## src/verilog/rv_decode_cfg.svh

```systemverilog
`ifndef RV_DECODE_CFG_SVH
`define RV_DECODE_CFG_SVH

// Decode lanes and words per bundle, a power of two from 1 to 4
`define RV_LANES 2

`define RV_XLEN 32

// First fetch address after reset
`define RV_RESET_PC 32'h0000_0000

`endif

```

## src/verilog/rv_isa_pkg.sv

```systemverilog
package rv_isa_pkg;
  `include "rv_decode_cfg.svh"

  typedef logic [`RV_XLEN-1:0] word_t;
  typedef logic [`RV_XLEN-1:0] addr_t;
  typedef logic [4:0]          reg_idx_t;
  typedef logic [6:0]          opcode_t;

  // RV32I major opcodes
  localparam opcode_t OPC_LOAD   = 7'b0000011;
  localparam opcode_t OPC_OPIMM  = 7'b0010011;
  localparam opcode_t OPC_AUIPC  = 7'b0010111;
  localparam opcode_t OPC_STORE  = 7'b0100011;
  localparam opcode_t OPC_OP     = 7'b0110011;
  localparam opcode_t OPC_LUI    = 7'b0110111;
  localparam opcode_t OPC_BRANCH = 7'b1100011;
  localparam opcode_t OPC_JALR   = 7'b1100111;
  localparam opcode_t OPC_JAL    = 7'b1101111;
  localparam opcode_t OPC_SYSTEM = 7'b1110011;

  typedef enum logic [3:0] {
    OP, OPIMM, BRANCH, LUI, JAL, JALR, LOAD, STORE, AUIPC, SYSTEM
  } itype_e;

  typedef enum logic [3:0] {
    ADD, SUB, AND, OR, XOR, SLT, SLTU, SLL, SRL, SRA
  } alu_func_e;

  typedef enum logic [2:0] {
    EQ, NE, LT, GE, LTU, GEU, NONE
  } br_func_e;

  typedef struct packed {
    itype_e    itype;
    alu_func_e alu_func;
    br_func_e  br_func;
    reg_idx_t  rs1;
    reg_idx_t  rs2;
    reg_idx_t  rd;
    word_t     imm;      // Sign-extended
    addr_t     pc;
    logic      illegal;
  } decoded_t;

endpackage

```

## src/verilog/rv_bus_pkg.sv

```systemverilog
package rv_bus_pkg;
  `include "rv_decode_cfg.svh"

  // Wishbone classic master side
  typedef struct packed {
    logic              cyc;
    logic              stb;
    logic              we;
    rv_isa_pkg::addr_t adr;
    logic [3:0]        sel;
    rv_isa_pkg::word_t dat;
  } wb_req_t;

  typedef struct packed {
    logic              ack;
    rv_isa_pkg::word_t dat;
  } wb_rsp_t;

  typedef struct packed {
    rv_isa_pkg::addr_t                   pc;     // PC of lane 0
    rv_isa_pkg::word_t [`RV_LANES-1:0]   words;
  } fetch_bundle_t;

endpackage

```

## src/verilog/rv_decode.sv

```systemverilog
module rv_decode #(
  parameter int LANE = 0
) (
  input  rv_isa_pkg::word_t    instr,
  input  rv_isa_pkg::addr_t    base_pc,
  output rv_isa_pkg::decoded_t dec
);
  import rv_isa_pkg::*;

  opcode_t    opcode;
  logic [2:0] funct3;
  logic [6:0] funct7;
  word_t      imm_i;
  word_t      imm_s;
  word_t      imm_b;
  word_t      imm_u;
  word_t      imm_j;
  alu_func_e  alu_f;
  br_func_e   br_f;
  logic       shift;
  logic       f7_used;
  logic       alt;
  logic       alu_ok;

  assign opcode = instr[6:0];
  assign funct3 = instr[14:12];
  assign funct7 = instr[31:25];

  assign imm_i = {{20{instr[31]}}, instr[31:20]};
  assign imm_s = {{20{instr[31]}}, instr[31:25], instr[11:7]};
  assign imm_b = {{20{instr[31]}}, instr[7], instr[30:25], instr[11:8], 1'b0};
  assign imm_u = {instr[31:12], 12'b0};
  assign imm_j = {{12{instr[31]}}, instr[19:12], instr[20], instr[30:21], 1'b0};

  // Shared by OP and OPIMM
  always_comb begin
    shift   = (funct3 == 3'b001) || (funct3 == 3'b101);
    f7_used = (opcode == OPC_OP) || shift;  // ADDI and friends carry imm there
    alt     = f7_used && (funct7 == 7'h20);
    alu_ok  = !f7_used || (funct7 == 7'h00) ||
              (alt && (funct3 == 3'b101 || (funct3 == 3'b000 && opcode == OPC_OP)));
    case (funct3)
      3'b000:  alu_f = alt ? SUB : ADD;
      3'b001:  alu_f = SLL;
      3'b010:  alu_f = SLT;
      3'b011:  alu_f = SLTU;
      3'b100:  alu_f = XOR;
      3'b101:  alu_f = alt ? SRA : SRL;
      3'b110:  alu_f = OR;
      default: alu_f = AND;
    endcase
  end

  always_comb begin
    case (funct3)
      3'b000:  br_f = EQ;
      3'b001:  br_f = NE;
      3'b100:  br_f = LT;
      3'b101:  br_f = GE;
      3'b110:  br_f = LTU;
      3'b111:  br_f = GEU;
      default: br_f = NONE;
    endcase
  end

  always_comb begin
    dec          = '0;
    dec.pc       = base_pc + addr_t'(4 * LANE);
    dec.itype    = OP;
    dec.alu_func = ADD;
    dec.br_func  = NONE;
    case (opcode)
      OPC_OP: begin
        dec.rs1      = instr[19:15];
        dec.rs2      = instr[24:20];
        dec.rd       = instr[11:7];
        dec.alu_func = alu_f;
        dec.illegal  = !alu_ok;
      end
      OPC_OPIMM: begin
        dec.itype    = OPIMM;
        dec.rs1      = instr[19:15];
        dec.rd       = instr[11:7];
        dec.imm      = imm_i;
        dec.alu_func = alu_f;
        dec.illegal  = !alu_ok;
      end
      OPC_BRANCH: begin
        dec.itype   = BRANCH;
        dec.rs1     = instr[19:15];
        dec.rs2     = instr[24:20];
        dec.imm     = imm_b;
        dec.br_func = br_f;
        dec.illegal = (br_f == NONE);
      end
      OPC_LUI, OPC_AUIPC: begin
        dec.itype = (opcode == OPC_LUI) ? LUI : AUIPC;
        dec.rd    = instr[11:7];
        dec.imm   = imm_u;
      end
      OPC_JAL: begin
        dec.itype = JAL;
        dec.rd    = instr[11:7];
        dec.imm   = imm_j;
      end
      OPC_JALR, OPC_LOAD, OPC_SYSTEM: begin
        dec.itype = (opcode == OPC_JALR) ? JALR : (opcode == OPC_LOAD) ? LOAD : SYSTEM;
        dec.rs1   = instr[19:15];
        dec.rd    = instr[11:7];
        dec.imm   = imm_i;
      end
      OPC_STORE: begin
        dec.itype = STORE;
        dec.rs1   = instr[19:15];
        dec.rs2   = instr[24:20];
        dec.imm   = imm_s;
      end
      default: dec.illegal = 1'b1;
    endcase
    if (dec.illegal) begin
      dec.itype    = OP;
      dec.alu_func = ADD;
    end
  end

endmodule

```

## src/verilog/rv_decode_top.sv

```systemverilog
`include "rv_decode_cfg.svh"

module rv_decode_top (
  input  logic                 clk_in,
  input  logic                 rst,
  output rv_bus_pkg::wb_req_t  imem_req,
  input  rv_bus_pkg::wb_rsp_t  imem_rsp,
  input  logic                 redirect_valid,
  input  rv_isa_pkg::addr_t    redirect_pc,
  output rv_isa_pkg::decoded_t out,
  output logic                 out_valid,
  input  logic                 out_ready
);
  import rv_isa_pkg::*;
  import rv_bus_pkg::*;

  fetch_bundle_t            bundle;
  logic                     bundle_valid;
  logic                     bundle_ready;
  decoded_t [`RV_LANES-1:0] lanes;

  rv_fetch u_fetch (
    .clk_in         (clk_in),
    .rst            (rst),
    .imem_req       (imem_req),
    .imem_rsp       (imem_rsp),
    .redirect_valid (redirect_valid),
    .redirect_pc    (redirect_pc),
    .bundle         (bundle),
    .bundle_valid   (bundle_valid),
    .bundle_ready   (bundle_ready)
  );

  for (genvar g = 0; g < `RV_LANES; g++) begin : g_lane
    rv_decode #(.LANE(g)) u_decode (
      .instr   (bundle.words[g]),
      .base_pc (bundle.pc),
      .dec     (lanes[g])
    );
  end

  rv_issue_queue u_queue (
    .clk_in       (clk_in),
    .rst          (rst),
    .flush        (redirect_valid),
    .lanes_in     (lanes),
    .bundle_valid (bundle_valid),
    .bundle_ready (bundle_ready),
    .out          (out),
    .out_valid    (out_valid),
    .out_ready    (out_ready)
  );

endmodule

```

## src/verilog/rv_fetch.sv

```systemverilog
`include "rv_decode_cfg.svh"

module rv_fetch (
  input  logic                      clk_in,
  input  logic                      rst,
  output rv_bus_pkg::wb_req_t       imem_req,
  input  rv_bus_pkg::wb_rsp_t       imem_rsp,
  input  logic                      redirect_valid,
  input  rv_isa_pkg::addr_t         redirect_pc,
  output rv_bus_pkg::fetch_bundle_t bundle,
  output logic                      bundle_valid,
  input  logic                      bundle_ready
);
  import rv_isa_pkg::*;

  localparam int CNT_W = (`RV_LANES > 1) ? $clog2(`RV_LANES) : 1;

  typedef enum logic [1:0] {IDLE, REQ, DRAIN, FULL} state_e;

  state_e           state;
  addr_t            fetch_pc;  // Word on the bus
  addr_t            pend_pc;   // Last redirect target
  addr_t            target;
  logic [CNT_W-1:0] word_cnt;
  logic             ack;
  logic             busy;
  logic             start;

  assign ack    = imem_rsp.ack;
  assign target = {redirect_pc[`RV_XLEN-1:2], 2'b00};
  assign busy   = (state == REQ) || (state == DRAIN);
  assign start  = !redirect_valid &&
                  ((state == IDLE) || (state == FULL && bundle_valid && bundle_ready));

  always_comb begin
    imem_req     = '0;
    imem_req.cyc = busy;
    imem_req.stb = busy;
    imem_req.adr = fetch_pc;
    imem_req.sel = 4'hf;  // Reads only
  end

  always_ff @(posedge clk_in) begin
    if (rst) begin
      state    <= IDLE;
      fetch_pc <= `RV_RESET_PC;
      word_cnt <= '0;
    end else begin
      if (state != REQ) begin
        word_cnt <= '0;
      end
      case (state)
        IDLE: begin
          if (start) begin
            state <= REQ;
          end else begin
            fetch_pc <= target;
          end
        end
        REQ: begin
          if (redirect_valid) begin
            state <= ack ? IDLE : DRAIN;  // Open read still owes an ack
            if (ack) begin
              fetch_pc <= target;
            end
          end else if (ack) begin
            fetch_pc <= fetch_pc + addr_t'(4);
            word_cnt <= word_cnt + 1'b1;
            if (word_cnt == CNT_W'(`RV_LANES - 1)) begin
              state <= FULL;
            end
          end
        end
        DRAIN: begin
          if (ack) begin
            state    <= IDLE;  // Data dropped
            fetch_pc <= redirect_valid ? target : pend_pc;
          end
        end
        FULL: begin
          if (redirect_valid) begin
            state    <= IDLE;
            fetch_pc <= target;
          end else if (start) begin
            state <= REQ;  // Prefetch behind the queue
          end
        end
        default: state <= IDLE;
      endcase
    end
  end

  always_ff @(posedge clk_in) begin
    if (redirect_valid) begin
      pend_pc <= target;
    end
    if (start) begin
      bundle.pc <= fetch_pc;
    end
    if (state == REQ && ack) begin
      bundle.words[word_cnt] <= imem_rsp.dat;
    end
  end

  always_ff @(posedge clk_in) begin
    if (rst) begin
      bundle_valid <= 1'b0;
    end else if (redirect_valid || (bundle_valid && bundle_ready)) begin
      bundle_valid <= 1'b0;
    end else if (state == FULL) begin
      bundle_valid <= 1'b1;  // One cycle after the last word lands
    end
  end

  a_adr_stable: assert property (@(posedge clk_in) disable iff (rst)
    imem_req.stb && !ack |=> imem_req.stb && $stable(imem_req.adr));

endmodule

```

## src/verilog/rv_issue_queue.sv

```systemverilog
`include "rv_decode_cfg.svh"

module rv_issue_queue (
  input  logic                                  clk_in,
  input  logic                                  rst,
  input  logic                                  flush,
  input  rv_isa_pkg::decoded_t [`RV_LANES-1:0]  lanes_in,
  input  logic                                  bundle_valid,
  output logic                                  bundle_ready,
  output rv_isa_pkg::decoded_t                  out,
  output logic                                  out_valid,
  input  logic                                  out_ready
);
  import rv_isa_pkg::*;

  localparam int IDX_W = (`RV_LANES > 1) ? $clog2(`RV_LANES) : 1;

  decoded_t [`RV_LANES-1:0] entries;
  logic [IDX_W-1:0]         rd_idx;
  logic                     holding;  // Entries left to send
  logic                     fire;
  logic                     last_xfer;
  logic                     capture;

  assign fire         = out_valid && out_ready;
  assign last_xfer    = fire && (rd_idx == IDX_W'(`RV_LANES - 1));
  assign bundle_ready = !holding || last_xfer;
  assign capture      = bundle_valid && bundle_ready;
  assign out_valid    = holding;
  assign out          = entries[rd_idx];

  always_ff @(posedge clk_in) begin
    if (rst || flush) begin
      holding <= 1'b0;
      rd_idx  <= '0;
    end else if (capture) begin
      holding <= 1'b1;
      rd_idx  <= '0;
    end else if (fire) begin
      rd_idx <= rd_idx + 1'b1;
      if (last_xfer) begin
        holding <= 1'b0;
      end
    end
  end

  always_ff @(posedge clk_in) begin
    if (capture) begin
      entries <= lanes_in;
    end
  end

  // Bundle source keeps valid up until the handoff
  a_bundle_hold: assert property (@(posedge clk_in) disable iff (rst)
    bundle_valid && !bundle_ready && !flush |=> bundle_valid);

endmodule
```

## config.mk

```make
export PLATFORM = sky130hd
export DESIGN_NAME = rv_decode_top
export DESIGN_NICKNAME = d
export VERILOG_FILES = /design/src/verilog/rv_isa_pkg.sv /design/src/verilog/rv_bus_pkg.sv /design/src/verilog/rv_decode.sv /design/src/verilog/rv_decode_top.sv /design/src/verilog/rv_fetch.sv /design/src/verilog/rv_issue_queue.sv
export VERILOG_INCLUDE_DIRS = /design/src /design/src/verilog
export SDC_FILE = /design/constraint.sdc
export NUM_CORES = 1
export LEC_CHECK = 0
export ABC_CLOCK_PERIOD_IN_PS = 7900
export BUFFER_PORTS_ARGS = -buffer_cell sky130_fd_sc_hd__buf_2
export CORE_MARGIN = 4
export CORE_UTILIZATION = 50
export CTS_CLUSTER_SIZE = 24
export DETAILED_ROUTE_END_ITERATION = 6
export HOLD_SLACK_MARGIN = 0.06
export PLACE_DENSITY_LB_ADDON = 0.05
export SLEW_MARGIN = 20
export SYNTH_ARGS = -nofsm -noshare
export SYNTH_HDL_FRONTEND = slang
export SYNTH_SLANG_ARGS = --single-unit
```

## constraint.sdc

```tcl
create_clock -name clk_in -period 7.9 [get_ports clk_in]
set_input_delay 2.37 -clock clk_in [delete_from_list [all_inputs] [get_ports clk_in]]
set_output_delay 2.37 -clock clk_in [all_outputs]
set_load 0.005 [all_outputs]
```

## After elaboration in Yosys (flattened, before gate mapping)

Cells that the tools add are included.

| word-level totals | value |
|---|---|
| logic and storage cells | 198 |
| ROM bits | 0 |
| latch bits | 0 |
| memories | 0 |
| flip-flop bits (word level) | 348 |
| bits in writable memories | 0 |
| input bits | 69 |

| cells by class | value |
|---|---|
| multiplexer cells | 48 |
| reduce and logical (&&, ||, !) cells | 65 |
| bitwise logic cells | 2 |
| shift operators | 0 |
| divide/modulo/power cells | 0 |
| add/subtract/negate cells | 4 |
| multiply operators | 0 |
| order comparisons | 3 |
| equality and inequality tests | 48 |

Operator list:

| cell | number |
|---|---|
| one-hot mux 32 bit (5 select lines) | 2 |
| two-way mux 32 bit | 8 |
| two-way mux 91 bit | 2 |
| one-hot mux 32 bit (4 select lines) | 1 |
| adder 32 x 3 -> 32 bit (second input constant) | 2 |
| bitwise mux 64 bit | 1 |
| == test 7 x 6 -> 1 bit (second input constant) | 8 |
| == test 7 bit (second input constant) | 8 |
| one-hot mux 4 bit (7 select lines) | 2 |
| one-hot mux 4 bit (6 select lines) | 2 |
| one-hot mux 3 bit (6 select lines) | 2 |
| demux 32 bit (select 1 bit) | 1 |
| == test 3 bit (second input constant) | 10 |
| == test 7 x 5 -> 1 bit (second input constant) | 4 |
| OR reduction 7 bit | 4 |
| two-way mux 4 bit | 6 |
| OR reduction 2 bit | 8 |
| OR reduction 8 bit | 2 |
| logical OR 1 bit | 15 |
| == test 7 x 2 -> 1 bit (second input constant) | 2 |
| logical AND 1 bit | 14 |
| logical NOT 7 bit | 2 |
| two-way mux 2 bit | 7 |
| == test 3 x 2 -> 1 bit (second input constant) | 4 |
| 23 further kinds | 53 |

## Depth between registers and ports, before layout

| logic depth | value |
|---|---|
| depth after elaboration | 9 |
| gate-level depth with buffers | 10 |
| gate-level depth less buffers | 7 |

## Cells and area by module

A second synthesis with hierarchy kept.

| second synthesis, totals | value |
|---|---|
| cell total of the unflattened synthesis | 1345 |
| area, all modules | 16608.4 um^2 |

By module, submodules not included:

| module | instances | cells each | area an instance (um^2) | sequential area each (um^2) |
|---|---|---|---|---|
| rv_fetch | 1 | 584 | 6986.7 | 4244.1 |
| rv_issue_queue | 1 | 294 | 6650.1 | 5505.3 |
| rv_decode (g_lane[1].u_decode) | 1 | 261 | 1709.1 | 0.0 |
| rv_decode (g_lane[0].u_decode) | 1 | 206 | 1262.5 | 0.0 |

## Worst setup path before layout

No wires, ideal clock.

| timing | value |
|---|---|
| path kind | input port to flip-flop |
| start | input out_ready |
| end | register u_queue.entries[0] in the netlist's numbering (enable) |
| stages | 2 |
| slack | 721 ps |
| setup time | 562 ps |
| path buffers | 0 |
| arrival | 6617 ps |
| path through | a21bo_2 -> and2_1 |

| between the ends | value |
|---|---|
| word-level cells in the longest chain between the ends | 4 |

RTL lines:

| element | RTL line | text |
|---|---|---|
| start, declared | rv_decode_top.sv:12 | `input logic out_ready` |
| logical AND 1 bit | rv_issue_queue.sv:25 | `assign fire = out_valid && out_ready;` |
| logical AND 1 bit | rv_issue_queue.sv:26 | `` assign last_xfer = fire && (rd_idx == IDX_W'(`RV_LANES - 1)); `` |
| logical OR 1 bit | rv_issue_queue.sv:27 | `assign bundle_ready = !holding \|\| last_xfer;` |
| logical AND 1 bit | rv_issue_queue.sv:28 | `assign capture = bundle_valid && bundle_ready;` |
| net u_queue.capture | rv_issue_queue.sv:23 | `logic capture;` |
| end signal, assigned | rv_issue_queue.sv:49 | `entries <= lanes_in;` |
| end, declared | rv_issue_queue.sv:18 | `` decoded_t [`RV_LANES-1:0] entries; `` |

The timed path passes the listed nets, and every way through them passes these cells.
A chain may end at the register's enable or synchronous reset.

==> results.tsv <==
metric	value	unit
synth_mux_area_share	8.487	%
grt_pass1_wl	56880	um
seq_area_frac_synth	61.20	%
gr-usage-all-layers	21.01	%
drc	0	
post_cts_resized	0	
cts_sinks	346	
final_util	59.17	%
clk_pin_slew	50	ps
syn-cell-area	0.01583	mm2
avgViaCountPerCell	5.716	
synth_compound_area_share	10.82	%
grt_overflow	0	
synth_top_family_by_area	simple AND/OR/NAND/NOR gates	
die_w	185.9	um
n_fill_cell	2576	
wl_met3	2173	um
worstPathMaxFanout	60	
cts_buffer_depth	3	
areaGrowthSynthToFinish	15.52	%
synth_simple_gate_area_share	11.84	%
fin_skew	9.589	ps
synth_most_common_cell	edfxtp_1	
fin_crit	4924	ps
clock.fmax	203.1	MHz
dp_slack	2537	ps
cts_hold_buf	0	
drv_cap	0	
holdWs	419.8	ps
grt_pass1_vias	9981	
async_reset_ff_share	0	%
maxUsedRoutingLayer	met4	
hold_path_class	reg -> reg	
clk_latency	520	ps
stdcell_count	1867	
synth_area_leaders	edfxtp_1, dfxtp_1, mux2_2	
cts-htree-levels	2	
wl_per_cell	20.15	um
grt_max_degree	153	
cts-root-buf	clkbuf_16	
crit_type	reg -> out	
start_util	51.22	%
vias	10670	
port_buffers	192	
routedLengthMet1	18010	um
ys_ff_latch	346	
p_per_area	234.7	mW/mm2
rsz0062_at_grt	false	
final_hold_viol_count	0	
critPathRequiredTime	5530	ps
drive_above_1_share	26.99	%
leakage	7.093	nW
place_congestion	0.8400	
drtAntennaViolNets	0	
setup_viol	0	
arrival	2550	ps
syn_inst	1267	
ys.flop_type	edfxtp_1	
syn_avg_cell_area	12.50	um2
std_cell_rows	64	
synth-xor-area-share	2.379	%
fin_tns_setup	0	ps
dp_cells	1796	
die_height	185.9	um
critPathCaptureType	output port	
fin_ws	2976	ps
numCtsBuffers	38	
first_pass_iters	5	
worstMarginPinSlew	1081	ps
finalMaxSlewViolations	0	
fp.dieArea	0.03458	mm2
cts_tree	built	
ys_types	74	
synth_edf_count	276	
post_cts.repair.setup_buffers	0	
start_kind	register	
hpwl	25090	um
core	0.03091	mm2
yosysTopAreaCellShare	52.35	%
rr_worst_depth	7	
antenna_found_initial	3	
io_pins	232	
synth_adder_area_share	0.7903	%
nets	1519	
whs_path_depth	0	
dr_wl_met2	16480	um
post-route-period-util	62.33	%
max-slew-margin-rel	27.94	%
drt_wl_total	37620	um
status	finished clean	
synth_common_cells	edfxtp_1, mux2_2, nor2_1, dfxtp_1, nand2_1	
vdd_drop_max	0.1848	mV
yosys_warnings	0	
drtIter0Drc	752	
yosys.area.top_type	edfxtp_1	
-- layout make-up --
class / count / area (um2) / area share [%]
repair buffers: 204 / 1084 / 5.924
inverters: 38 / 142.6 / 0.7799
clock inverters: 17 / 207.7 / 1.136
diodes: 4 / 10.01 / 0.05473
multi-input cells: 812 / 5610 / 30.67
well taps: 396 / 495.5 / 2.709
flip-flops and latches: 346 / 9693 / 53.00
clock buffers: 50 / 1047 / 5.726
-- power by group --
group	switching, mW	internal (mW)
clock network	0.704	1.07
registers	0.108	2.06
logic	0.205	0.144
total	1.02	3.28
-- logic make-up after synthesis --
| group | after synthesis |
|---|---|
| AO/OA/AOI/OAI | 246 |
| XOR/XNOR | 43 |
| adder cells (fa/ha/maj) | 10 |
| buffers and inverters | 144 |
| flip-flops | 346 |
| multiplexers | 120 |
| other | 2 |
| AND/OR/NAND/NOR | 356 |
-- metrics by stage --
stage	cell area, um2	total power, mW
floorplan	15960	2.412
global placement	16990	2.542
detailed placement	17020	2.555
CTS	18280	4.323
global route	18290	4.444
finish	18290	4.293
-- flip-flops by register name (all words and copies together), names as in the netlist --
| signal | flops |
|---|---|
| u_queue.entries | 180 |
| u_fetch.bundle | 96 |
| u_fetch.fetch_pc | 32 |
| u_fetch.pend_pc | 32 |
| u_fetch.state | 2 |
| u_fetch.bundle_valid | 1 |
| u_fetch.word_cnt | 1 |
| u_queue.out_valid | 1 |
| u_queue.rd_idx | 1 |
-- worst paths after layout --
path | slack [ps] | end | from
worst min register to register | 420 | u_queue.entries[92]$_DFFE_PP_ | u_fetch.bundle[64]$_DFFE_PP_
worst min-delay path | 420 | u_queue.entries[92]$_DFFE_PP_ | u_fetch.bundle[64]$_DFFE_PP_
worst max register to register | 5010 | u_fetch.fetch_pc[24]$_SDFFE_PP0P_ | u_fetch.state[0]$_SDFFE_PP0P_
worst max-delay path | 2980 | out[63] | u_queue.rd_idx$_SDFFE_PP0N_
-- cells in the final DEF, fill, tap and decap left out, drive strengths merged, types with 16 or more instances in the layout --
master and count:
conb 37, a21o 38, dfxtp 70, edfxtp 276, and2 45, mux2 114
clkbuf 50, a211oi 17, inv 39, nor2 79, nor3 29, a221oi 16
o21ai 56, nor4 20, xnor2 30, and3 16, nand4 19, a21oi 36
buf 204, nand3 34, nand2 64
-- critical path, stage by stage, from the launching register on --
cell,delay [ps]
dfxtp_4,670
buf_4,760
mux2_2,450
buf_2,140
-- per-layer routing --
layer  vias to the layer above  track usage, %
li1                       5041               -
met1                      5214           32.05
met3                        59           3.361
met2                       358           31.03
met4                         0           6.500
met5                         -               0
No activity file was read; power rests on OpenSTA's default activity.
